<file path="src/hw/spu_macros.svh">
`ifndef SPU_MACROS_SVH
`define SPU_MACROS_SVH

// Datapath widths shared by the branch pipe

`define SPU_DATA_W 128			// Full register width
`define SPU_ADDR_W 7			// Register address, 128 entries
`define SPU_PC_W   8			// Program counter width
`define SPU_IMM_W  18			// Widest immediate field
`define SPU_OP_W   11			// Opcode field, left-justified by format
`define SPU_WORD_W 32			// Preferred word size

// Host port and event counters
`define SPU_CFG_W  32			// Host data width
`define SPU_CNT_W  16			// Event counter width, wraps

// Preferred word sits at the top of the register
`define SPU_PREF_HI (`SPU_DATA_W - 1)

`endif

</file>
<file path="src/hw/spu_isa_pkg.sv">
`include "spu_macros.svh"

package spu_isa_pkg;

	// Instruction formats seen by the branch pipe
	typedef enum logic [2:0] {
		fmt_rr   = 3'd0,			// Register-register form
		fmt_ri16 = 3'd5			// 16-bit immediate form
	} spu_format_e;				// Other codes reserved

	// Branch opcodes, decoded and truncated by format
	// RI16 codes use only the low 9 bits
	typedef enum logic [`SPU_OP_W-1:0] {
		op_nop  = 11'b000_0000_0000,	// No operation
		op_bi   = 11'b001_1010_1000,	// Branch indirect, RR form
		op_brsl = 11'b000_0110_0110,	// Branch relative and set link
		op_br   = 11'b000_0110_0100,	// Branch relative
		op_bra  = 11'b000_0110_0000,	// Branch absolute
		op_brnz = 11'b000_0100_0010,	// Branch if not zero word
		op_brz  = 11'b000_0100_0000	// Branch if zero word
	} spu_op_e;

	// Width of the relative offset inside the immediate
	localparam int unsigned BR_OFS_W = 16;

	// Back-up applied to conditional branch targets
	localparam int unsigned COND_BACKUP = 3;

endpackage

</file>
<file path="src/hw/spu_pipe_pkg.sv">
`include "spu_macros.svh"

package spu_pipe_pkg;

	import spu_isa_pkg::*;

	// One decoded instruction as it enters the branch pipe
	typedef struct packed {
		logic                   valid;		// Issue strobe, low means nop
		spu_op_e                op;		// Decoded opcode
		spu_format_e            format;	// Instruction format
		logic [`SPU_ADDR_W-1:0] ra_addr;	// Source A address
		logic [`SPU_ADDR_W-1:0] rb_addr;	// Source B address
		logic [`SPU_ADDR_W-1:0] rt_addr;	// Destination / store-source address
		logic [`SPU_IMM_W-1:0]  imm;		// Immediate, truncated by format
		logic                   reg_write;	// Decoder says instr writes rt
		logic                   first;		// First in its issue pair
	} spu_issue_t;

	// Register file read data
	typedef struct packed {
		logic [`SPU_DATA_W-1:0] ra;
		logic [`SPU_DATA_W-1:0] rb;
		logic [`SPU_DATA_W-1:0] rt_st;		// Read at rt_addr
	} spu_operands_t;

	// Result heading back to the register file
	typedef struct packed {
		logic [`SPU_DATA_W-1:0] rt;		// Result value
		logic [`SPU_ADDR_W-1:0] rt_addr;	// Destination
		logic                   reg_write;	// Write enable
	} spu_wb_t;

	// Host register select
	typedef enum logic [1:0] {
		sel_ctrl      = 2'd0,			// Enable bit, write clears counters
		sel_taken_cnt = 2'd1,			// Taken branch count
		sel_kill_cnt  = 2'd2			// Killed twin count
	} spu_cfg_sel_e;

endpackage

</file>
<file path="src/hw/spu_branch_cfg.sv">
`timescale 1ns/1ps
`include "spu_macros.svh"

module spu_branch_cfg (
	input  logic                       clk,
	input  logic                       reset,
	input  logic                       cfg_we,
	input  spu_pipe_pkg::spu_cfg_sel_e cfg_sel,
	input  logic [`SPU_CFG_W-1:0]      cfg_wdata,
	output logic [`SPU_CFG_W-1:0]      cfg_rdata,
	input  logic                       taken_evt,
	input  logic                       kill_evt,
	output logic                       branch_en
);

	import spu_pipe_pkg::*;

	logic [`SPU_CNT_W-1:0] taken_cnt;		// Taken branch events
	logic [`SPU_CNT_W-1:0] kill_cnt;		// Killed twin events
	logic                  ctrl_wr;		// Host write to control reg

	assign ctrl_wr = cfg_we && (cfg_sel == sel_ctrl);

	// Enable bit, only bit 0 of the control word is stored
	always_ff @(posedge clk) begin
		if (reset) begin
			branch_en <= 1'b0;			// Branches off until host enables
		end
		else if (ctrl_wr) begin
			branch_en <= cfg_wdata[0];
		end
	end

	// Event counters, cleared by any control write
	always_ff @(posedge clk) begin
		if (reset || ctrl_wr) begin
			taken_cnt <= '0;
			kill_cnt  <= '0;
		end
		else begin
			if (taken_evt) taken_cnt <= taken_cnt + 1'b1;	// Wraps
			if (kill_evt)  kill_cnt  <= kill_cnt + 1'b1;
		end
	end

	// Combinational read-back, zero extended
	always_comb begin
		cfg_rdata = '0;
		case (cfg_sel)
			sel_ctrl:      cfg_rdata[0] = branch_en;
			sel_taken_cnt: cfg_rdata[`SPU_CNT_W-1:0] = taken_cnt;
			sel_kill_cnt:  cfg_rdata[`SPU_CNT_W-1:0] = kill_cnt;
			default:       cfg_rdata = '0;	// Unused select reads zero
		endcase
	end

endmodule

</file>
<file path="config.mk">
export PLATFORM = sky130hd
export DESIGN_NAME = spu_branch_cfg
export DESIGN_NICKNAME = d
export VERILOG_FILES = /design/src/hw/spu_isa_pkg.sv /design/src/hw/spu_pipe_pkg.sv /design/src/hw/spu_branch_cfg.sv
export VERILOG_INCLUDE_DIRS = /design/src /design/src/hw
export SDC_FILE = /design/constraint.sdc
export NUM_CORES = 1
export LEC_CHECK = 0
export BUFFER_PORTS_ARGS = -buffer_cell sky130_fd_sc_hd__buf_2
export CORE_UTILIZATION = 40
export CTS_CLUSTER_SIZE = 25
export DETAILED_ROUTE_END_ITERATION = 16
export GPL_TIMING_DRIVEN = 0
export PLACE_DENSITY = 0.68
export SLEW_MARGIN = 20
export SYNTH_ARGS = -nofsm -noshare
export SYNTH_HDL_FRONTEND = slang
export SYNTH_SLANG_ARGS = --single-unit
</file>
<file path="constraint.sdc">
create_clock -name clk -period 2.98 [get_ports clk]
set_clock_uncertainty 0.05 [all_clocks]
set_input_delay 0.596 -clock clk [delete_from_list [all_inputs] [get_ports clk]]
set_output_delay 0.596 -clock clk [all_outputs]
set_load 0.005 [all_outputs]
</file>
==> results.yml <==
global_route:
  overflow: 0
  grt_max_degree: 11
  grt_antenna_before_repair: 0
  use_met2_pct: 26.3
  first_global_vias: 1440
  grt_pass1_wl_um: 6560
  grt_use_met1_pct: 22.4
  top_usage_layer: "met2"
  use_met3_pct: 3.32
  track_usage_pct: 16.8
final_layout:
  fin_nets: 316
  drive_gt1_share_pct: 18.8
  fin_area_um2: 2180
  final_cell_mix: "dfxtp_1, nor2_1, buf_2, buf_4, conb_1"
  post-route-util_pct: 49.8
  fillers: 425
  layout_commonest_cell: "dfxtp_1"
  area_growth_pct: 18.0
  antenna_cells: 0
setup_path:
  cp_data_required_time_ns: 2.33
  cp.arrival_ns: 2.07
  cp-start-kind: "input pin"
  cp-startpoint: "cfg_sel[0]"
  crit_path_max_fanout: 10
  r2r_setup_slack_ns: 1.16
  cp-end-kind: "output pin"
  ff2ff_path_depth: 4
  worstReg2RegEnd: "taken_cnt[15]$_SDFFE_PP0P_"
  worst-setup-path-type: "input pin to output pin"
  reg2reg_from: "taken_cnt[2]$_SDFFE_PP0P_"
sta:
  max_slew_margin_pct: 65.1
  drv_slew: 0
  setup_viol: 0
  hold_viol_final: 0
  worst_pin_slew_ns: 0.524
  fmax_ghz: 0.369
  timing.final.ws_setup_ns: 0.269
  fin_crit_ns: 2.71
  tns_ns: 0
  layout_worst_path_cycle_share_pct: 91.0
  rsz0062_at_grt: "no"
job:
  drv_cap: 0
drt:
  drt_iter0_drc: 93
  ant_nets: 0
  drt-total-wl_um: 3920
  avgViaCountPerCell: 4.98
  dr.pass1.iters: 5
  vias: 1614
  drc_errors: 0
  wl_per_cell_um: 12.1
floorplanning:
  initial_core_util_pct: 42.2
  ios: 72
  die-area_um2: 4900
  fp-row-count: 24
  die_height_um: 70.0
  core_area_um2: 4380
  dieWidth_um: 70.0
place:
  gp_congestion: 0.790
  place_area_um2: 2080
  place_hpwl_um: 2930
  dp_slack_ns: 0.315
  numPortBuffers: 22
clocking:
  clkSinkCount: 33
  postCtsHoldBufs: 0
  insertion_delay_ns: 0.29
  cts_tree: "built"
  clockBufferDepth: 2
  path_clk_slew_ns: 0.07
  htreeDepth: 2
  cts-root-buf: "clkbuf_8"
  cts_buffers: 5
  cts_setup_buffers: 0
  cts_resized: 0
power:
  p_switching_uw: 219
  pwr-share-clk_pct: 41.4
  peakVddDrop_uv: 210
  internal-power_uw: 692
  p_seq_share_pct: 49.7
  powerDensity_nw_per_um2: 418
  share_comb_of_total_power_pct: 8.9
  power_uw: 911
  switching_share_pct: 24.0
  p_leak_nw: 0.838
synth:
  yosys_warnings: 0
  yosys.area.top_type: "dfxtp_1"
  synth.area.top_cells: "dfxtp_1, xnor2_1, buf_4"
  ys_types: 27
  post_synth.cell_area_avg_um2: 8.15
  synth-seq-area-share_pct: 35.7
  synth_top_area_share_pct: 35.7
  synth-seq-cells: 33
  synth_area_um2: 1850
  syn_inst: 227
hold_path:
  hold_path_class: "flip-flop to flip-flop"
  min_from: "branch_en$_SDFFE_PP0P_"
  min_to: "branch_en$_SDFFE_PP0P_"
  min_path_cells: 2
status:
  status: "finished, final reports clean"
[per-stage QoR]
step | instances | hold slack [ns]
5_1_grt | 324 | 0.435
2_1_floorplan | 242 | 0.396
4_1_cts | 324 | 0.424
6_report | 324 | 0.437
3_3_place_gp | 316 | 0.408
3_5_place_dp | 316 | 0.424
[cell type report]
cell class	instances	area (µm²)	share of cell area [%]
Multi-Input combinational cell	175	1060	48.4
Sequential cell	33	661	30.3
Timing Repair Buffer	22	110	5.05
Buffer	28	166	7.63
Clock inverter	1	5.00	0.229
Inverter	6	22.5	1.03
Tap cell	52	65.1	2.98
Clock buffer	7	96.3	4.42
[sequential cells by signal, summed over array words and instances, names as in the netlist]
name	flops
taken_cnt	16
branch_en	1
kill_cnt	16
[cell families after synthesis]
logic type / synth area share (%)
flip-flops: 35.7
AO/OA/AOI/OAI: 11.2
buffers and inverters: 10.2
AND/OR/NAND/NOR: 26.5
XOR/XNOR: 9.95
adder cells (fa/ha/maj): 4.06
other: 0.203
multiplexers: 2.17
[routing by layer]
layer,part of all wire [%],vias to the layer above
met5,0,-
met4,1.6,0
met3,4.9,6
met2,45,43
met1,49,725
li1,-,840
[power groups by stage]
stage               Combinational, mW  Sequential (mW)  Clock, mW
finish                         0.0808            0.453      0.378
global placement               0.0788            0.463          0
global route                   0.0897            0.453      0.408
floorplan                      0.0622            0.461          0
detailed placement             0.0800            0.463          0
CTS                            0.0803            0.453      0.382
[how the worst max path moves through the flow]
stage / endpoint / slack (ns) / cells after the start
2_1_floorplan: cfg_rdata[0] / 0.76 / 6
3_3_place_gp: cfg_rdata[8] / 0.33 / 8
3_5_place_dp: cfg_rdata[8] / 0.32 / 8
4_1_cts: cfg_rdata[0] / 0.32 / 8
5_1_grt: cfg_rdata[0] / 0.18 / 8
6_report: cfg_rdata[8] / 0.27 / 8
[cell usage after synthesis (all sizes together)]
library cell,instances
dfxtp,33
nor2,27
buf,16
a22oi,15
nor2b,15
xnor2,14
nand2,13
clkbuf,12
a21oi,9
nand3,9
nand4,9
nor3,8
xor2,7
ha,6
inv,6
o21ai,6
or3,6
nor4,5
mux2i,4
nand2b,3
a222oi,1
a31o,1
conb,1
or4,1
[worst max-delay path: stages]
cell      delay [ns]
buf_2           0.12
inv_1           0.08
ha_1            0.15
clkbuf_1        0.25
clkbuf_1        0.38
a22oi_1         0.16
nor2b_1         0.19
buf_2           0.14
Power figures use the tool's default switching activity.
