===== config.mk =====
export PLATFORM = sky130hd
export DESIGN_NAME = spu_branch_unit
export DESIGN_NICKNAME = d
export VERILOG_FILES = /design/src/hw/spu_isa_pkg.sv /design/src/hw/spu_pipe_pkg.sv /design/src/hw/spu_branch_unit.sv
export VERILOG_INCLUDE_DIRS = /design/src /design/src/hw
export SDC_FILE = /design/constraint.sdc
export NUM_CORES = 1
export LEC_CHECK = 0
export BUFFER_PORTS_ARGS = -buffer_cell sky130_fd_sc_hd__buf_4
export CORE_AREA = 2 2 231 233
export CTS_BUF_LIST = sky130_fd_sc_hd__clkbuf_8
export DETAILED_ROUTE_END_ITERATION = 10
export DIE_AREA = 0 0 233 235
export GPL_ROUTABILITY_DRIVEN = 1
export PLACE_DENSITY = 0.36
export SETUP_SLACK_MARGIN = 0.4
export SLEW_MARGIN = 20
export SYNTH_ARGS = -nofsm -noshare
export SYNTH_HDL_FRONTEND = slang
export SYNTH_SLANG_ARGS = --single-unit

===== constraint.sdc =====
create_clock -name clk -period 4.6 [get_ports clk]
set_input_delay 1.15 -clock clk [delete_from_list [all_inputs] [get_ports clk]]
set_output_delay 1.15 -clock clk [all_outputs]
set_load 0.03 [all_outputs]

===== src/hw/spu_macros.svh =====
`ifndef SPU_MACROS_SVH
`define SPU_MACROS_SVH

// Datapath widths shared by the branch pipe

`define SPU_DATA_W 128			// Full register width
`define SPU_ADDR_W 7			// Register address, 128 entries
`define SPU_PC_W   8			// Program counter width
`define SPU_IMM_W  18			// Widest immediate field
`define SPU_OP_W   11			// Opcode field, left-justified by format
`define SPU_WORD_W 32			// Preferred word size

// Host port and event counters
`define SPU_CFG_W  32			// Host data width
`define SPU_CNT_W  16			// Event counter width, wraps

// Preferred word sits at the top of the register
`define SPU_PREF_HI (`SPU_DATA_W - 1)

`endif


===== src/hw/spu_isa_pkg.sv =====
`include "spu_macros.svh"

package spu_isa_pkg;

	// Instruction formats seen by the branch pipe
	typedef enum logic [2:0] {
		fmt_rr   = 3'd0,			// Register-register form
		fmt_ri16 = 3'd5			// 16-bit immediate form
	} spu_format_e;				// Other codes reserved

	// Branch opcodes, decoded and truncated by format
	// RI16 codes use only the low 9 bits
	typedef enum logic [`SPU_OP_W-1:0] {
		op_nop  = 11'b000_0000_0000,	// No operation
		op_bi   = 11'b001_1010_1000,	// Branch indirect, RR form
		op_brsl = 11'b000_0110_0110,	// Branch relative and set link
		op_br   = 11'b000_0110_0100,	// Branch relative
		op_bra  = 11'b000_0110_0000,	// Branch absolute
		op_brnz = 11'b000_0100_0010,	// Branch if not zero word
		op_brz  = 11'b000_0100_0000	// Branch if zero word
	} spu_op_e;

	// Width of the relative offset inside the immediate
	localparam int unsigned BR_OFS_W = 16;

	// Back-up applied to conditional branch targets
	localparam int unsigned COND_BACKUP = 3;

endpackage


===== src/hw/spu_pipe_pkg.sv =====
`include "spu_macros.svh"

package spu_pipe_pkg;

	import spu_isa_pkg::*;

	// One decoded instruction as it enters the branch pipe
	typedef struct packed {
		logic                   valid;		// Issue strobe, low means nop
		spu_op_e                op;		// Decoded opcode
		spu_format_e            format;	// Instruction format
		logic [`SPU_ADDR_W-1:0] ra_addr;	// Source A address
		logic [`SPU_ADDR_W-1:0] rb_addr;	// Source B address
		logic [`SPU_ADDR_W-1:0] rt_addr;	// Destination / store-source address
		logic [`SPU_IMM_W-1:0]  imm;		// Immediate, truncated by format
		logic                   reg_write;	// Decoder says instr writes rt
		logic                   first;		// First in its issue pair
	} spu_issue_t;

	// Register file read data
	typedef struct packed {
		logic [`SPU_DATA_W-1:0] ra;
		logic [`SPU_DATA_W-1:0] rb;
		logic [`SPU_DATA_W-1:0] rt_st;		// Read at rt_addr
	} spu_operands_t;

	// Result heading back to the register file
	typedef struct packed {
		logic [`SPU_DATA_W-1:0] rt;		// Result value
		logic [`SPU_ADDR_W-1:0] rt_addr;	// Destination
		logic                   reg_write;	// Write enable
	} spu_wb_t;

	// Host register select
	typedef enum logic [1:0] {
		sel_ctrl      = 2'd0,			// Enable bit, write clears counters
		sel_taken_cnt = 2'd1,			// Taken branch count
		sel_kill_cnt  = 2'd2			// Killed twin count
	} spu_cfg_sel_e;

endpackage


===== src/hw/spu_branch_unit.sv =====
`timescale 1ns/1ps
`include "spu_macros.svh"

module spu_branch_unit (
	input  logic                        clk,
	input  logic                        reset,
	input  spu_pipe_pkg::spu_issue_t    issue,
	input  spu_pipe_pkg::spu_operands_t operands,
	input  logic [`SPU_PC_W-1:0]        pc_in,
	input  logic                        branch_en,
	output spu_pipe_pkg::spu_wb_t       wb,
	output logic [`SPU_PC_W-1:0]        pc_target,
	output logic                        branch_taken,
	output logic                        branch_kill,
	output logic                        taken_evt,
	output logic                        kill_evt
);

	import spu_isa_pkg::*;
	import spu_pipe_pkg::*;

	logic [`SPU_WORD_W-1:0] ra_word;		// Preferred word of ra
	logic [`SPU_WORD_W-1:0] rt_word;		// Preferred word of rt_st
	logic [`SPU_WORD_W-1:0] link_word;		// Return address for brsl
	logic [BR_OFS_W-1:0]    ofs;			// Relative offset from imm
	logic [`SPU_PC_W-1:0]   rel_tgt;		// pc_in + offset
	logic [`SPU_PC_W-1:0]   cond_tgt;		// pc_in - 3 + signed offset
	logic                   rt_zero;		// Compare result for brz/brnz
	logic                   live;			// Instr allowed to act

	spu_wb_t                nxt_wb;		// Staged write-back
	logic [`SPU_PC_W-1:0]   nxt_target;		// Staged branch target
	logic                   nxt_taken;		// Staged taken flag

	assign ra_word   = operands.ra[`SPU_PREF_HI -: `SPU_WORD_W];
	assign rt_word   = operands.rt_st[`SPU_PREF_HI -: `SPU_WORD_W];
	assign rt_zero   = (rt_word == '0);
	assign ofs       = issue.imm[BR_OFS_W-1:0];
	assign link_word = `SPU_WORD_W'(pc_in) + 1'b1;	// No 8-bit wrap here

	// Targets wrap to the 8-bit PC, so only the low offset bits matter
	assign rel_tgt  = pc_in + ofs[`SPU_PC_W-1:0];
	assign cond_tgt = pc_in - `SPU_PC_W'(COND_BACKUP) + ofs[`SPU_PC_W-1:0];

	// Squash the twin after a taken branch, and gate off when disabled
	assign live = issue.valid && branch_en && !branch_taken;

	always_comb begin
		nxt_wb     = '0;			// Everything defaults to nop
		nxt_target = '0;
		nxt_taken  = 1'b0;
		if (live) begin
			case (issue.format)
				fmt_rr: begin
					if (issue.op == op_bi) begin
						nxt_target = ra_word[`SPU_PC_W-1:0];
						nxt_taken  = 1'b1;
					end
				end
				fmt_ri16: begin
					case (issue.op)
						op_brsl: begin
							nxt_wb.rt[`SPU_PREF_HI -: `SPU_WORD_W] = link_word;
							nxt_wb.rt_addr   = issue.rt_addr;
							nxt_wb.reg_write = issue.reg_write && (issue.rt_addr != '0);
							nxt_target = rel_tgt;
							nxt_taken  = 1'b1;
						end
						op_br: begin
							nxt_target = rel_tgt;
							nxt_taken  = 1'b1;
						end
						op_bra: begin
							nxt_target = ofs[`SPU_PC_W-1:0];	// Absolute
							nxt_taken  = 1'b1;
						end
						op_brnz, op_brz: begin
							// Taken on a nonzero word for brnz, a zero word for brz
							nxt_taken  = (issue.op == op_brz) ? rt_zero : !rt_zero;
							nxt_target = nxt_taken ? cond_tgt : '0;
						end
						default: ;		// nop and unknown codes
					endcase
				end
				default: ;			// Reserved formats
			endcase
		end
	end

	// Taken branch first in pair kills its twin this cycle
	assign branch_kill = nxt_taken && issue.first;

	// Payload loads every cycle, control state clears on reset
	always_ff @(posedge clk) begin
		wb.rt      <= nxt_wb.rt;
		wb.rt_addr <= nxt_wb.rt_addr;
		pc_target  <= nxt_target;
		if (reset) begin
			branch_taken <= 1'b0;
			wb.reg_write <= 1'b0;
			kill_evt     <= 1'b0;
		end
		else begin
			branch_taken <= nxt_taken;
			wb.reg_write <= nxt_wb.reg_write;
			kill_evt     <= branch_kill;	// One pulse per kill
		end
	end

	assign taken_evt = branch_taken;		// One pulse per taken branch

	// Squash means the twin of a taken branch can never branch
	a_no_back_to_back : assert property (
		@(posedge clk) disable iff (reset)
		branch_taken |=> !branch_taken
	) else $error("taken branch followed by another taken branch");

endmodule


==> impl_metrics.toml <==
[timing]
grt_setup_unrepaired = "yes"
tightestPinTransition_ns = 0.625
setup_slack_ns = 0.0101
fin_crit_sh_pct = 99.8
fmax_ghz = 0.218
worst_clock_skew_ns = 0.0169
fin_crit_ns = 4.59
finalSetupViolCount = 0
slew_headroom_pct = 58.2
hold_viol_final = 0
finalMaxSlewViolations = 0

[synthesis]
ys_seq_area_share_pct = 19.4
synth_area_leader_cell = "buf_4"
ys_top_cells_by_area = "buf_4 33%, dfxtp_1 19%, ha_1 9.0%"
synth_area_sq_um = 2790
ys_warn_count = 0
synthTopCellsByCount = "121 x buf_4, 28 x inv_1, 27 x dfxtp_1"
ys.flop_type = "dfxtp_1"
synthArstFlopShare_pct = 0
ys_seq_elements = 27
netlist_instances = 341
postSynthAreaPerCell_sq_um = 8.19
ys_types = 48
synthMostInstantiatedCell = "buf_4"
yosysTopAreaCellShare_pct = 32.5
synth_edf_count = 0

[clock_tree]
numCtsBuffers = 3
cts_tree = "yes"
cts_sinks = 27
htreeDepth = 1
cts_hold_buf = 0
clk-insertion-delay-late_ns = 0.30
cts_buffer_depth = 2
root_buffer = "clkbuf_8"
clk_pin_slew_ns = 0.12

[global_routing]
grt_use_met2_pct = 7.97
antenna_found_initial = 1
grt_max_degree = 17
grt.overflow.total = 0
grt_pass1_wl_um = 15100
grt_use_total_pct = 3.80
grtUsageMet1_pct = 3.65
top_usage_layer = "met2"
gr-usage-met3_pct = 0.485
grt_pass1_vias = 2301

[placed_design]
io_buffers = 111
post-place-ws_ns = -0.0828
gp_congestion = 0.742
placed_cell_area_sq_um = 4080
dp_hpwl_um = 10100

[detailed_routing]
viasPerCell = 2.12
num_vias = 2435
initialDrtViolationCount = 42
ant_nets = 0
routedWlPerCell_um = 9.54
drcViolationCount = 0
wl_um = 11000
dr.pass1.iters = 5

[power]
ir_drop_mv = 0.0929
p_leak_nw = 1.79
power.density_nw_per_um2 = 165
power_uw = 687

[floorplan]
die_h_um = 235
floorplan.initialDensity_pct = 5.34
rows = 84
io_pins = 599
dieArea_sq_um = 54800
coreArea_sq_um = 52200
die_w_um = 233

[critical_path]
timing.rr.start = "branch_taken"
cp.required_ns = 3.45
cp_slowest_stage_delay_ns = 0.53
crit_fanout = 2
end_kind = "output port"
crit_slowest_cell = "or4_4"
setup.worst_path.class = "input port to output port"
critPathLaunchType = "input port"
crit_arrival_ns = 3.44
cp-startpoint = "issue[44]"
path_cells = "buf_6 -> or4_4 -> or4b_4 -> or4_4 -> a21oi_4 -> nor3_2 -> o22a_2 -> nor2b_4 -> buf_6"

[cells_and_area]
nets = 937
diodes = 0
design_area_sq_um = 4160
syn_to_final_growth_pct = 49.1
drive_gt1_share_pct = 30.3

[worst_hold_path]
hp-start = "branch_taken"
hold_path.class = "register to register"

[flow_run]
maxCapViolations = 0

[status]
outcome = "finished clean"
-- kinds of logic (layout without fill, tap and decap cells) --
family	count (synthesis)	in the layout	share of synthesized area, %
xor+xnor	18	18	5.65
mux	1	1	0.403
simple gates	83	83	17.2
other cells	1	119	0.134
buf+inv	150	153	36.5
fa+ha+maj	23	23	11.1
compound gates	38	38	9.64
flops	27	27	19.4
-- path summary, 6_finish.rpt --
check	endpoint	slack, ns	cells after the start
worst max-delay path	branch_kill	0.01	9
worst min register to register	pc_target[7]	0.91	3
worst min-delay path	pc_target[7]	0.91	3
worst max register to register	pc_target[0]	2.73	5
-- cell usage in the layout, fill, tap and decap left out, types with 2 or more instances in the layout --
master	instances
nand2_1	14
nor3_1	7
nand3_1	5
or4_4	2
nor4_1	9
a222oi_1	6
ha_1	20
xnor2_1	12
clkbuf_8	3
or3_1	2
a21oi_1	9
inv_1	28
dfxtp_1	27
nor2_1	14
xor2_1	6
buf_4	118
nand4_1	4
fa_1	3
nor2b_1	3
and2_1	8
a21o_1	2
buf_6	3
conb_1	119
o21ai_0	11
-- flip-flops by register name, summed over array words and instances (netlist names) --
| signal | count |
|---|---|
| wb | 17 |
| pc_target | 8 |
| branch_taken | 1 |
| kill_evt | 1 |
-- area by class of cell --
type | instances | area (sq um)
Clock buffer | 3 | 41.3
Clock inverter | 1 | 7.51
Fill cell | 6089 | 48100
Inverter | 28 | 105
Multi-Input combinational cell | 282 | 1690
Sequential cell | 27 | 541
Tap cell | 688 | 861
Timing Repair Buffer | 121 | 920
-- power by group --
| part | leakage, nW | switching (mW) | internal [mW] | total, mW |
|---|---|---|---|---|
| Sequential | 0.217 | 0.00000170 | 0.234 | 0.234 |
| Clock | 0.0217 | 0.0899 | 0.0619 | 0.152 |
| Combinational | 1.55 | 0.210 | 0.0916 | 0.302 |
| Total | 1.79 | 0.300 | 0.387 | 0.687 |
-- metrics by stage --
step | util [%] | cells | hold WS [ns] | TNS [ns]
floorplan | - | 459 | 0.910 | 0
global route | 7.97 | 1150 | 0.974 | -0.0812
detailed placement | 7.82 | 1144 | 0.912 | -0.0828
CTS | 7.95 | 1149 | 0.936 | -0.0351
finish | 7.97 | 1150 | 0.907 | 0
global placement | 7.82 | 1144 | 0.890 | -0.0854
-- layer usage --
metal,vias up,wire length (um)
met5,-,10
met4,2,288
met3,13,788
met2,149,6250
met1,1129,3630
li1,1142,-
-- critical path: cells and delay by family --
| family | cells | cell delay [ns] |
|---|---|---|
| simple gates | 5 | 1.67 |
| buf+inv | 2 | 0.22 |
| compound gates | 2 | 0.40 |
-- repair_timing --
item / CTS / global route
pin swaps: 2 / 2
setup buffers: 1 / 1
setup endpoints to repair: 1 / 1
resized for setup: 4 / 0
(Power assumes the default switching activity.)
