File: config.mk
export PLATFORM = sky130hd
export DESIGN_NAME = spu_pc_unit
export DESIGN_NICKNAME = d
export VERILOG_FILES = /design/src/hw/spu_pc_unit.sv
export VERILOG_INCLUDE_DIRS = /design/src /design/src/hw
export SDC_FILE = /design/constraint.sdc
export NUM_CORES = 1
export LEC_CHECK = 0
export ABC_AREA = 1
export BUFFER_PORTS_ARGS = -buffer_cell sky130_fd_sc_hd__buf_2
export CAP_MARGIN = 40
export CORE_AREA = 2 2 39 41
export CTS_BUF_LIST = sky130_fd_sc_hd__clkbuf_4 sky130_fd_sc_hd__clkbuf_8 sky130_fd_sc_hd__clkbuf_16
export DETAILED_ROUTE_END_ITERATION = 10
export DIE_AREA = 0 0 41 43
export GPL_ROUTABILITY_DRIVEN = 0
export SLEW_MARGIN = 10
export SYNTH_ARGS = -nofsm -noshare
export SYNTH_HDL_FRONTEND = slang
export SYNTH_SLANG_ARGS = --single-unit
File: constraint.sdc
create_clock -name clk -period 3.85 [get_ports clk]
set_clock_uncertainty 0.2 [all_clocks]
set_input_delay 0.77 -clock clk [delete_from_list [all_inputs] [get_ports clk]]
set_output_delay 0.77 -clock clk [all_outputs]
set_load 0.005 [all_outputs]
File: src/hw/spu_macros.svh
`ifndef SPU_MACROS_SVH
`define SPU_MACROS_SVH

// Datapath widths shared by the branch pipe

`define SPU_DATA_W 128			// Full register width
`define SPU_ADDR_W 7			// Register address, 128 entries
`define SPU_PC_W   8			// Program counter width
`define SPU_IMM_W  18			// Widest immediate field
`define SPU_OP_W   11			// Opcode field, left-justified by format
`define SPU_WORD_W 32			// Preferred word size

// Host port and event counters
`define SPU_CFG_W  32			// Host data width
`define SPU_CNT_W  16			// Event counter width, wraps

// Preferred word sits at the top of the register
`define SPU_PREF_HI (`SPU_DATA_W - 1)

`endif

File: src/hw/spu_pc_unit.sv
`timescale 1ns/1ps
`include "spu_macros.svh"

module spu_pc_unit (
	input  logic                 clk,
	input  logic                 reset,
	input  logic                 advance,
	input  logic                 branch_taken,
	input  logic [`SPU_PC_W-1:0] pc_target,
	output logic [`SPU_PC_W-1:0] pc
);

	logic [`SPU_PC_W-1:0] pc_next;			// Next program counter

	always_comb begin
		pc_next = pc;				// Hold by default
		if (branch_taken) begin
			pc_next = pc_target;		// Redirect wins over advance
		end
		else if (advance) begin
			pc_next = pc + 1'b1;		// Wraps at 8 bits
		end
	end

	always_ff @(posedge clk) begin
		if (reset) begin
			pc <= '0;
		end
		else begin
			pc <= pc_next;
		end
	end

endmodule

==> results of run 1 <==
-- worst max-delay path by stage --
stage | startpoint | end | slack (ns) | cells after the start
finish | pc[2]$_SDFFE_PP0P_ | pc[2] | 2.00 | 1
global route | pc[2]$_SDFFE_PP0P_ | pc[2] | 1.97 | 1
CTS | pc[2]$_SDFFE_PP0P_ | pc[2] | 1.99 | 1
detailed placement | branch_taken | pc[0]$_SDFFE_PP0P_ | 2.11 | 6
global placement | branch_taken | pc[0]$_SDFFE_PP0P_ | 2.11 | 6
floorplan | branch_taken | pc[0]$_SDFFE_PP0P_ | 2.28 | 6
-- per-layer routing --
metal / global-route usage / routed length, um / share of wire
met5: 0 / 0 / 0
met4: 0.140 / 36 / 0.034
met3: 0.0471 / 56 / 0.053
met2: 0.166 / 446 / 0.42
met1: 0.186 / 516 / 0.49
-- final cells by class --
class                   count  area, um2
flip-flops and latches      8        160
fillers                   154        768
clock buffers               3       22.5
well taps                  16       20.0
multi-input cells          52        284
inverters                   9       33.8
repair buffers             19       95.1
-- tightest hold or removal path, stage by stage, from the launching register on --
cell and delay [ns]:
dfxtp_1 0.32, inv_1 0.05, nand2_1 0.05, nand3_2 0.06, a21oi_2 0.04
-- metrics by stage --
stage	utilization	worst slack, ns	power [uW]
after CTS	0.445	1.99	199
after global placement	0.429	2.11	130
after floorplan	-	2.28	116
final	0.445	2.00	194
after global routing	0.445	1.97	208
after detailed placement	0.429	2.11	130
-- power groups by stage --
stage	Sequential (uW)	Combinational, uW	Clock (uW)
4_1_cts	95.7	32.8	70.5
5_1_grt	96.6	36.3	75.0
3_3_place_gp	97.5	32.6	0
3_5_place_dp	97.6	32.7	0
6_report	95.7	32.5	65.5
2_1_floorplan	97.0	18.6	0
-- synthesized netlist by cell type, drive strengths merged --
cell / instances
xor2: 1
o211ai: 1
nand2: 18
nor2: 8
buf: 1
o21ai: 3
nand4: 1
a21oi: 6
a22oi: 4
o21bai: 2
nand3: 7
inv: 9
ha: 1
dfxtp: 8
-- kinds of logic (layout without fill, tap and decap cells) --
kind of cell / Yosys count / in the layout / synth area share
flops: 8 / 8 / 0.327
compound gates: 16 / 16 / 0.207
fa+ha+maj: 1 / 1 / 0.0256
simple gates: 34 / 34 / 0.330
xor+xnor: 1 / 1 / 0.0179
buf+inv: 10 / 31 / 0.0921
==> results by group, run 1 <==
Power
  • Clk network pwr share: 0.338
  • Psw: 53.9 uW
  • Internal power: 140 uW
  • Lkg Pwr: 0.000289 uW
  • Sw Ratio: 0.278
  • Seq pwr share: 0.494
  • Peak VDD IR: 0.139 mV
  • Power per cell area: 315 nW/um2
  • Combinational share of power: 0.168

Final layout
  • Top Registers: pc: 8 flops
  • Antenna Diode Count: 0
  • Commonest non-fill, non-tap cell in the layout: buf_2
  • Share of layout cells above drive strength 1: 0.352
  • Most flops, register: pc
  • Max reg flops: 8
  • Most frequent cells in the layout: buf_2, nand2_1, dfxtp_1
  • Non-Filler Instances: 107
  • Final nets: 106
  • Area delta synth->final: 25.8%
  • Non-Filler Cell Area, Final: 616 um2

Detailed routing
  • Vias: 512
  • Starting DRT DRC Count: 14
  • Drc violations: 0
  • Post-route ant nets: 0
  • Vias per cell: 4.79
  • WL final: 1060 um
  • Pre-antenna DRT Iters: 4
  • Wire per inst: 9.87 um

Worst setup path
  • Delay-heaviest family, CP: flip-flops
  • Critical Path End Type: primary output
  • Req. time, crit path: 2.88 ns
  • Critical path's largest stage delay: 0.46 ns
  • Crit path DAT: 0.88 ns
  • CP Class: flop to primary output
  • Startpoint types: flop
  • Crit path buf inv count: 1
  • Worst Reg-to-Reg Cells: 6
  • Worst R2R End: pc[4]$_SDFFE_PP0P_
  • Crit-path slowest cell: dfxtp_1
  • FF-to-FF Start: pc[0]$_SDFFE_PP0P_
  • Critical path, cell by cell: buf_2
  • CP Max Fanout: 6
  • Setup slack, reg-to-reg: 2.46 ns

Clocking
  • CTS tree: yes
  • Post-CTS Resized: 0
  • Post-CTS setup buffers: 0
  • Clock Sinks: 8
  • Cts bufs inserted: 3
  • Clock root buffer: clkbuf_4
  • Clock slew at reported path FFs: 0.05 ns
  • Deepest clock path buffer count: 2
  • Hold_buf cts: 0
  • H-tree depth: 1
  • Later-pin clock latency in the skew report: 0.26 ns

Hold path
  • Hold WC Path Type: flop to flop
  • Hold wc startpoint: pc[7]$_SDFFE_PP0P_
  • Hold Path Depth: 4
  • Worst Hold Endpoint: pc[7]$_SDFFE_PP0P_

Timing
  • Final setup violation count: 0
  • Worst Max-Slew Pin Slew: 0.263 ns
  • Endpoints failing hold: 0
  • Slew headroom: 0.824
  • RSZ-0062 raised after global routing: false
  • Worst hold margin: 0.378 ns
  • Fmax: 541 MHz
  • Final Max Slew Viols: 0
  • Final period utilization: 0.480
  • TNS Setup: 0 ns
  • Period minus WS final: 1.85 ns

Synthesis
  • Top area cells in the synthesized netlist: dfxtp_1, nand2_1, a22oi_1
  • Register area share after synthesis: 0.327
  • Yosys warns: 0
  • Synthesized cell area: 489 um2
  • Syn Inst Count: 70
  • Mapped Nets: 83
  • Synth top area share: 0.327
  • Yosys cell types: 20
  • Register bit total from synthesis: 8
  • Mean Syn Cell Area: 6.99 um2
  • Synth area leader: dfxtp_1

Global routing
  • Tot GR Track Use: 0.142
  • Global route overflow: 0
  • Vias in the first global route: 398
  • Largest net degree at the start of global routing: 9
  • Initial antenna violation count: 0
  • First-pass GRT wire length: 1590 um

Placed design
  • Area after DPL: 593 um2
  • Port Buffers: 19
  • DP Cell Count: 104
  • DP HPWL: 817 um

Floorplan
  • Effective utilization at floorplan: 0.354
  • Core area: 1380 um2
  • Die area: 1760 um2
  • I/O pin total: 20
  • Die X: 41 um
  • Die Y-Extent: 43 um
  • Cell Rows: 14

Flow run
  • MaxCap Viol Count: 0

Run status
  • Status: complete, no violations
Power figures use the tool's default switching activity.
==> inputs of run 2 (changes only) <==
--- a/config.mk
+++ b/config.mk
@@ -14,6 +14,7 @@
 export DETAILED_ROUTE_END_ITERATION = 10
 export DIE_AREA = 0 0 41 43
 export GPL_ROUTABILITY_DRIVEN = 0
+export PLACE_DENSITY = 0.66
 export SLEW_MARGIN = 10
 export SYNTH_ARGS = -nofsm -noshare
 export SYNTH_HDL_FRONTEND = slang
==> constraint.sdc (replaced) <==
create_clock -name clk -period 1.5 [get_ports clk]
set_clock_uncertainty 0.2 [all_clocks]
set_input_delay 0.3 -clock clk [delete_from_list [all_inputs] [get_ports clk]]
set_output_delay 0.3 -clock clk [all_outputs]
set_load 0.005 [all_outputs]
==> run 2 against run 1 <==
Wire length is 9.0% higher. Sequential cell count did not move. Sequential share of layout area down 0.62 points. Non-clock buffer count rose by 2. Power increased to 2.6 times the previous value. Cell area grew 2.4%. Setup slack lost 1.9 ns. Utilization increased by 1.1 points. Global-route usage is 2.0 points higher. Worst hold slack got worse by 0.31 ns. Register-to-register slack lost 2.2 ns. Sequential power rose to 2.5 times the previous value. Critical endpoint unchanged. Largest power group unchanged. Highest routed layer unchanged.
==> results by group, run 2 (synthesis gave the netlist of run 1 again) <==
Placed design
  • Port Buffers: 19 (unchanged)
  • DP HPWL: 914 um (+12%)

Global routing
  • Vias in the first global route: 478 (+20%)
  • First-pass GRT wire length: 1910 um (+20%)
  • Largest net degree at the start of global routing: 9 (unchanged)
  • Global route overflow: 0 (unchanged)
  • Initial antenna violation count: 0 (unchanged)
  • Tot GR Track Use: 0.162 (+0.0202)

Worst setup path
  • Critical path's largest stage delay: 0.45 ns (about the same)
  • Delay-heaviest family, CP: flip-flops
  • Crit path DAT: 0.87 ns (about the same)
  • Crit path buf inv count: 1 (unchanged)
  • Req. time, crit path: 1.00 ns (-1.88 ns)
  • Critical Path End Type: primary output
  • CP Class: flop to primary output
  • Crit-path slowest cell: dfxtp_1
  • CP Max Fanout: 6 (unchanged)
  • Startpoint types: flop
  • Critical path, cell by cell: buf_2

Detailed routing
  • Vias: 518 (+1.2%)
  • WL final: 1150 um (+9.0%)
  • Starting DRT DRC Count: 9 (-5)
  • Wire per inst: 10.6 um (+7.0%)
  • Vias per cell: 4.75 (-0.68%)
  • Post-route ant nets: 0 (unchanged)
  • Pre-antenna DRT Iters: 4 (unchanged)
  • Drc violations: 0 (unchanged)

Floorplan
  • Cell Rows: 14 (unchanged)
  • Die Y-Extent: 43 um (unchanged)
  • Die area: 1760 um2 (unchanged)
  • Die X: 41 um (unchanged)
  • Core area: 1380 um2 (unchanged)
  • I/O pin total: 20 (unchanged)
  • Effective utilization at floorplan: 0.354 (unchanged)

Timing
  • Final Max Slew Viols: 0 (unchanged)
  • Fmax: 730 MHz
  • RSZ-0062 raised after global routing: false
  • Final period utilization: 0.913
  • Slew headroom: 0.836 (+0.0120)
  • Worst hold margin: 0.0715 ns (-0.306 ns)
  • Endpoints failing hold: 0 (unchanged)
  • Final setup violation count: 0 (unchanged)
  • TNS Setup: 0 ns (unchanged)
  • Worst Max-Slew Pin Slew: 0.245 ns (-0.0180 ns)
  • Period minus WS final: 1.37 ns

Flow run
  • MaxCap Viol Count: 0 (unchanged)

Final layout
  • Final nets: 108 (+1.9%)
  • Filler cells: 149 (-3.2%)
  • Most frequent cells in the layout: buf_2, nand2_1, dfxtp_1
  • Top Registers: pc: 8 flops
  • Commonest non-fill, non-tap cell in the layout: buf_2
  • Final Util: 0.456 (+0.0108)
  • Max reg flops: 8 (unchanged)
  • Antenna Diode Count: 0 (unchanged)
  • Most flops, register: pc
  • Area delta synth->final: 28.9%
  • Share of layout cells above drive strength 1: 0.366 (+0.0139)

Clocking
  • H-tree depth: 1 (unchanged)
  • Post-CTS Resized: 0 (unchanged)
  • Hold_buf cts: 0 (unchanged)
  • Cts bufs inserted: 3 (unchanged)
  • Later-pin clock latency in the skew report: 0.26 ns (about the same)
  • Post-CTS setup buffers: 0 (unchanged)
  • Clock Sinks: 8 (unchanged)
  • Clock root buffer: clkbuf_4
  • CTS tree: yes
  • Clock slew at reported path FFs: 0.06 ns (about the same)
  • Deepest clock path buffer count: 2 (unchanged)

Power
  • Lkg Pwr: 0.000300 uW (+3.6%)
  • Peak VDD IR: 0.324 mV (+130%)
  • Power per cell area: 807 nW/um2 (+160%)

Hold path
  • Hold WC Path Type: input pin to flop

Run status
  • Status: complete, no violations
[run 2: through the flow]
stage / total power [uW] / cells / cell area (um2) / setup WS [ns]
after floorplan: 297 / 70 / 489 / 0.193
after global placement: 340 / 106 / 608 / 0.235
after detailed placement: 341 / 106 / 608 / 0.229
after CTS: 515 / 109 / 631 / 0.133
after global routing: 536 / 109 / 631 / 0.0939
final: 509 / 109 / 631 / 0.130
[run 2: worst paths after layout]
path,from,endpoint,slack (ns),depth (start not counted)
setup / recovery,pc[2]$_SDFFE_PP0P_,pc[2],0.13,1
hold / removal,reset,pc[7]$_SDFFE_PP0P_,0.07,2
setup reg to reg,pc[0]$_SDFFE_PP0P_,pc[4]$_SDFFE_PP0P_,0.22,6
hold reg to reg,pc[7]$_SDFFE_PP0P_,pc[7]$_SDFFE_PP0P_,0.38,4
[run 2: metal layers]
metal	vias up	wire length, um	global-route usage
li1	279	-	-
met5	-	0	0
met4	0	30	0.120
met2	10	549	0.241
met1	225	529	0.194
met3	4	41	0.0314
[run 2: worst register-to-register path: stages (launching register included)]
cell     delay (ns)
dfxtp_1        0.34
ha_1           0.20
nand4_1        0.13
nand2_1        0.08
nand2_1        0.04
o21ai_0        0.13
inv_1          0.05
[run 2: area by class of cell]
cell class	instances	area, um2	share of cell area
multi-input cells	52	284	0.450
flip-flops and latches	8	160	0.254
well taps	16	20.0	0.0317
clock buffers	3	22.5	0.0357
repair buffers	21	110	0.175
inverters	9	33.8	0.0536
[run 2: report_power, final]
group | leakage [uW] | internal (uW) | total [uW] | switching, uW
registers | 0.0000662 | 227 | 242 | 15.5
logic | 0.000220 | 44.9 | 93.3 | 48.4
clock network | 0.0000138 | 92.1 | 174 | 81.5
total | 0.000300 | 364 | 509 | 145
==> inputs of run 3 (changes only) <==
--- a/config.mk
+++ b/config.mk
@@ -14,7 +14,6 @@
 export DETAILED_ROUTE_END_ITERATION = 10
 export DIE_AREA = 0 0 41 43
 export GPL_ROUTABILITY_DRIVEN = 0
-export PLACE_DENSITY = 0.66
 export SLEW_MARGIN = 10
 export SYNTH_ARGS = -nofsm -noshare
 export SYNTH_HDL_FRONTEND = slang
==> constraint.sdc (replaced) <==
create_clock -name clk -period 1.4 [get_ports clk]
set_clock_uncertainty 0.2 [all_clocks]
set_input_delay 0.28 -clock clk [delete_from_list [all_inputs] [get_ports clk]]
set_output_delay 0.28 -clock clk [all_outputs]
set_load 0.005 [all_outputs]
==> run 3 against run 2 <==
Final cell count did not move. Global-route usage fell by 1.2 points. Wire length rose by 1.4%. Die area did not move. First-iteration DRC count rose by 44%. Sequential share of layout area barely moved. Cell area rose by 0.60%. Combinational power rose by 8%. Non-clock buffer count did not move. Critical endpoint is now pc[0]. Largest cell class unchanged. Largest power group unchanged. Highest routed layer unchanged.
==> results by group, run 3 (synthesis gave the netlist of run 1 again) <==
Hold path
  • Hold WC Path Type: input pin to flop
  • Hold wc startpoint: reset
  • Hold Path Depth: 2 (unchanged)
  • Worst Hold Endpoint: pc[7]$_SDFFE_PP0P_

Placed design
  • Area after DPL: 608 um2 (unchanged)
  • DP Cell Count: 106 (unchanged)
  • DP HPWL: 899 um (-1.7%)
  • Port Buffers: 19 (unchanged)

Timing
  • Period minus WS final: 1.33 ns
  • Final Max Slew Viols: 0 (unchanged)
  • Final period utilization: 0.952
  • TNS Setup: 0 ns (unchanged)
  • Endpoints failing hold: 0 (unchanged)
  • RSZ-0062 raised after global routing: false
  • Worst hold margin: 0.0601 ns (-0.0114 ns)
  • Slew headroom: 0.823 (-0.0137)
  • Fmax: 751 MHz
  • Final setup violation count: 0 (unchanged)
  • Worst Max-Slew Pin Slew: 0.266 ns (+0.0206 ns)

Floorplan
  • Die area: 1760 um2 (unchanged)
  • Die Y-Extent: 43 um (unchanged)
  • Core area: 1380 um2 (unchanged)
  • Die X: 41 um (unchanged)
  • Cell Rows: 14 (unchanged)
  • Effective utilization at floorplan: 0.354 (unchanged)
  • I/O pin total: 20 (unchanged)

Worst setup path
  • Critical Path End Type: primary output
  • Critical path's largest stage delay: 0.34 ns (-0.11 ns)
  • FF-to-FF Start: pc[0]$_SDFFE_PP0P_
  • Worst R2R End: pc[6]$_SDFFE_PP0P_
  • Worst Reg-to-Reg Cells: 5 (-1)
  • Startpoint types: flop
  • Crit path DAT: 0.85 ns (-0.02 ns)
  • CP Class: flop to primary output
  • Delay-heaviest family, CP: flip-flops
  • CP Max Fanout: 5 (-1)
  • Setup slack, reg-to-reg: 0.12 ns (-0.10 ns)
  • Critical path, cell by cell: buf_4 > buf_2
  • WP depth: 2 (+1)
  • Req. time, crit path: 0.92 ns (-0.08 ns)
  • Crit-path slowest cell: dfxtp_1
  • Crit path buf inv count: 2 (+1)

Global routing
  • Vias in the first global route: 437 (-8.6%)
  • Largest net degree at the start of global routing: 9 (unchanged)
  • First-pass GRT wire length: 1770 um (-7.2%)
  • Tot GR Track Use: 0.150 (-0.0119)
  • Initial antenna violation count: 0 (unchanged)
  • Global route overflow: 0 (unchanged)

Final layout
  • Final nets: 108 (unchanged)
  • Most flops, register: pc
  • Antenna Diode Count: 0 (unchanged)
  • Non-Filler Instances: 109 (unchanged)
  • Top Registers: pc: 8 flops
  • Max reg flops: 8 (unchanged)
  • Final Util: 0.458 (+0.00271)
  • Area delta synth->final: 29.7%
  • Commonest non-fill, non-tap cell in the layout: buf_2
  • Most frequent cells in the layout: buf_2, nand2_1, inv_1, dfxtp_1
  • Filler cells: 153 (+2.7%)
  • Non-Filler Cell Area, Final: 634 um2 (+0.60%)
  • Share of layout cells above drive strength 1: 0.387 (+0.0215)

Clocking
  • Later-pin clock latency in the skew report: 0.26 ns (about the same)
  • Clock Sinks: 8 (unchanged)
  • H-tree depth: 1 (unchanged)
  • CTS tree: yes
  • Deepest clock path buffer count: 2 (unchanged)
  • Clock slew at reported path FFs: 0.06 ns (about the same)
  • Post-CTS setup buffers: 0 (unchanged)
  • Cts bufs inserted: 3 (unchanged)
  • Clock root buffer: clkbuf_4

Power
  • Power per cell area: 863 nW/um2 (+6.9%)
  • Peak VDD IR: 0.407 mV (+26%)
  • Lkg Pwr: 0.000298 uW (-0.73%)

Flow run
  • MaxCap Viol Count: 0 (unchanged)

Detailed routing
  • Post-route ant nets: 0 (unchanged)
  • Starting DRT DRC Count: 13 (+4)
  • Vias per cell: 4.84 (+1.9%)
  • Vias: 528 (+1.9%)
  • Wire per inst: 10.7 um (+1.4%)
  • WL final: 1170 um (+1.4%)
  • Drc violations: 0 (unchanged)
  • Pre-antenna DRT Iters: 4 (unchanged)

Run status
  • Status: complete, no violations
-- run 3: metrics by stage --
step / setup slack, ns / power [uW]
4_1_cts: 0.0270 / 554
6_report: 0.0676 / 547
5_1_grt: 0.00405 / 573
3_5_place_dp: 0.119 / 366
2_1_floorplan: 0.0926 / 318
3_3_place_gp: 0.125 / 365
-- run 3: layout make-up --
class | instances | area, um2 | area share
tap | 16 | 20.0 | 0.0316
multi-input combinational | 52 | 287 | 0.452
timing repair buffer | 21 | 110 | 0.174
clock buffer | 3 | 22.5 | 0.0355
inverter | 9 | 33.8 | 0.0533
sequential | 8 | 161 | 0.254
-- run 3: worst max-delay path by stage --
stage                              end  slack, ns               start
finish                           pc[0]       0.07  pc[0]$_SDFFE_PP0P_
global placement    pc[4]$_SDFFE_PP0P_       0.13  pc[0]$_SDFFE_PP0P_
CTS                              pc[2]       0.03  pc[2]$_SDFFE_PP0P_
detailed placement  pc[4]$_SDFFE_PP0P_       0.12  pc[1]$_SDFFE_PP0P_
floorplan           pc[4]$_SDFFE_PP0P_       0.09  pc[0]$_SDFFE_PP0P_
global route        pc[4]$_SDFFE_PP0P_      0.004  pc[0]$_SDFFE_PP0P_
-- run 3: where the power goes --
part / leakage, uW / internal, uW / switching (uW)
clock: 0.0000138 / 98.7 / 87.1
combinational: 0.000217 / 48.9 / 52.4
sequential: 0.0000665 / 243 / 17.0
total: 0.000298 / 391 / 156
-- run 3: what timing repair did --
action,4_1_cts,5_1_grt
hold buffers,0,0
hold endpoints to repair,0,0
endpoints found under the setup margin,0,2
resized for setup,0,2
-- run 3: worst reg2reg max path: cells and delay by family, from the launching register on --
kind / cells / cell delay, ns
flops: 1 / 0.34
fa+ha+maj: 1 / 0.21
simple gates: 2 / 0.19
compound gates: 2 / 0.27
-- run 3: layer usage --
metal	track usage	share of wire	vias up
met5	0	0	-
met4	0.100	0.010	0
met3	0.0314	0.058	2
met1	0.204	0.48	225
met2	0.203	0.45	22
li1	-	-	279
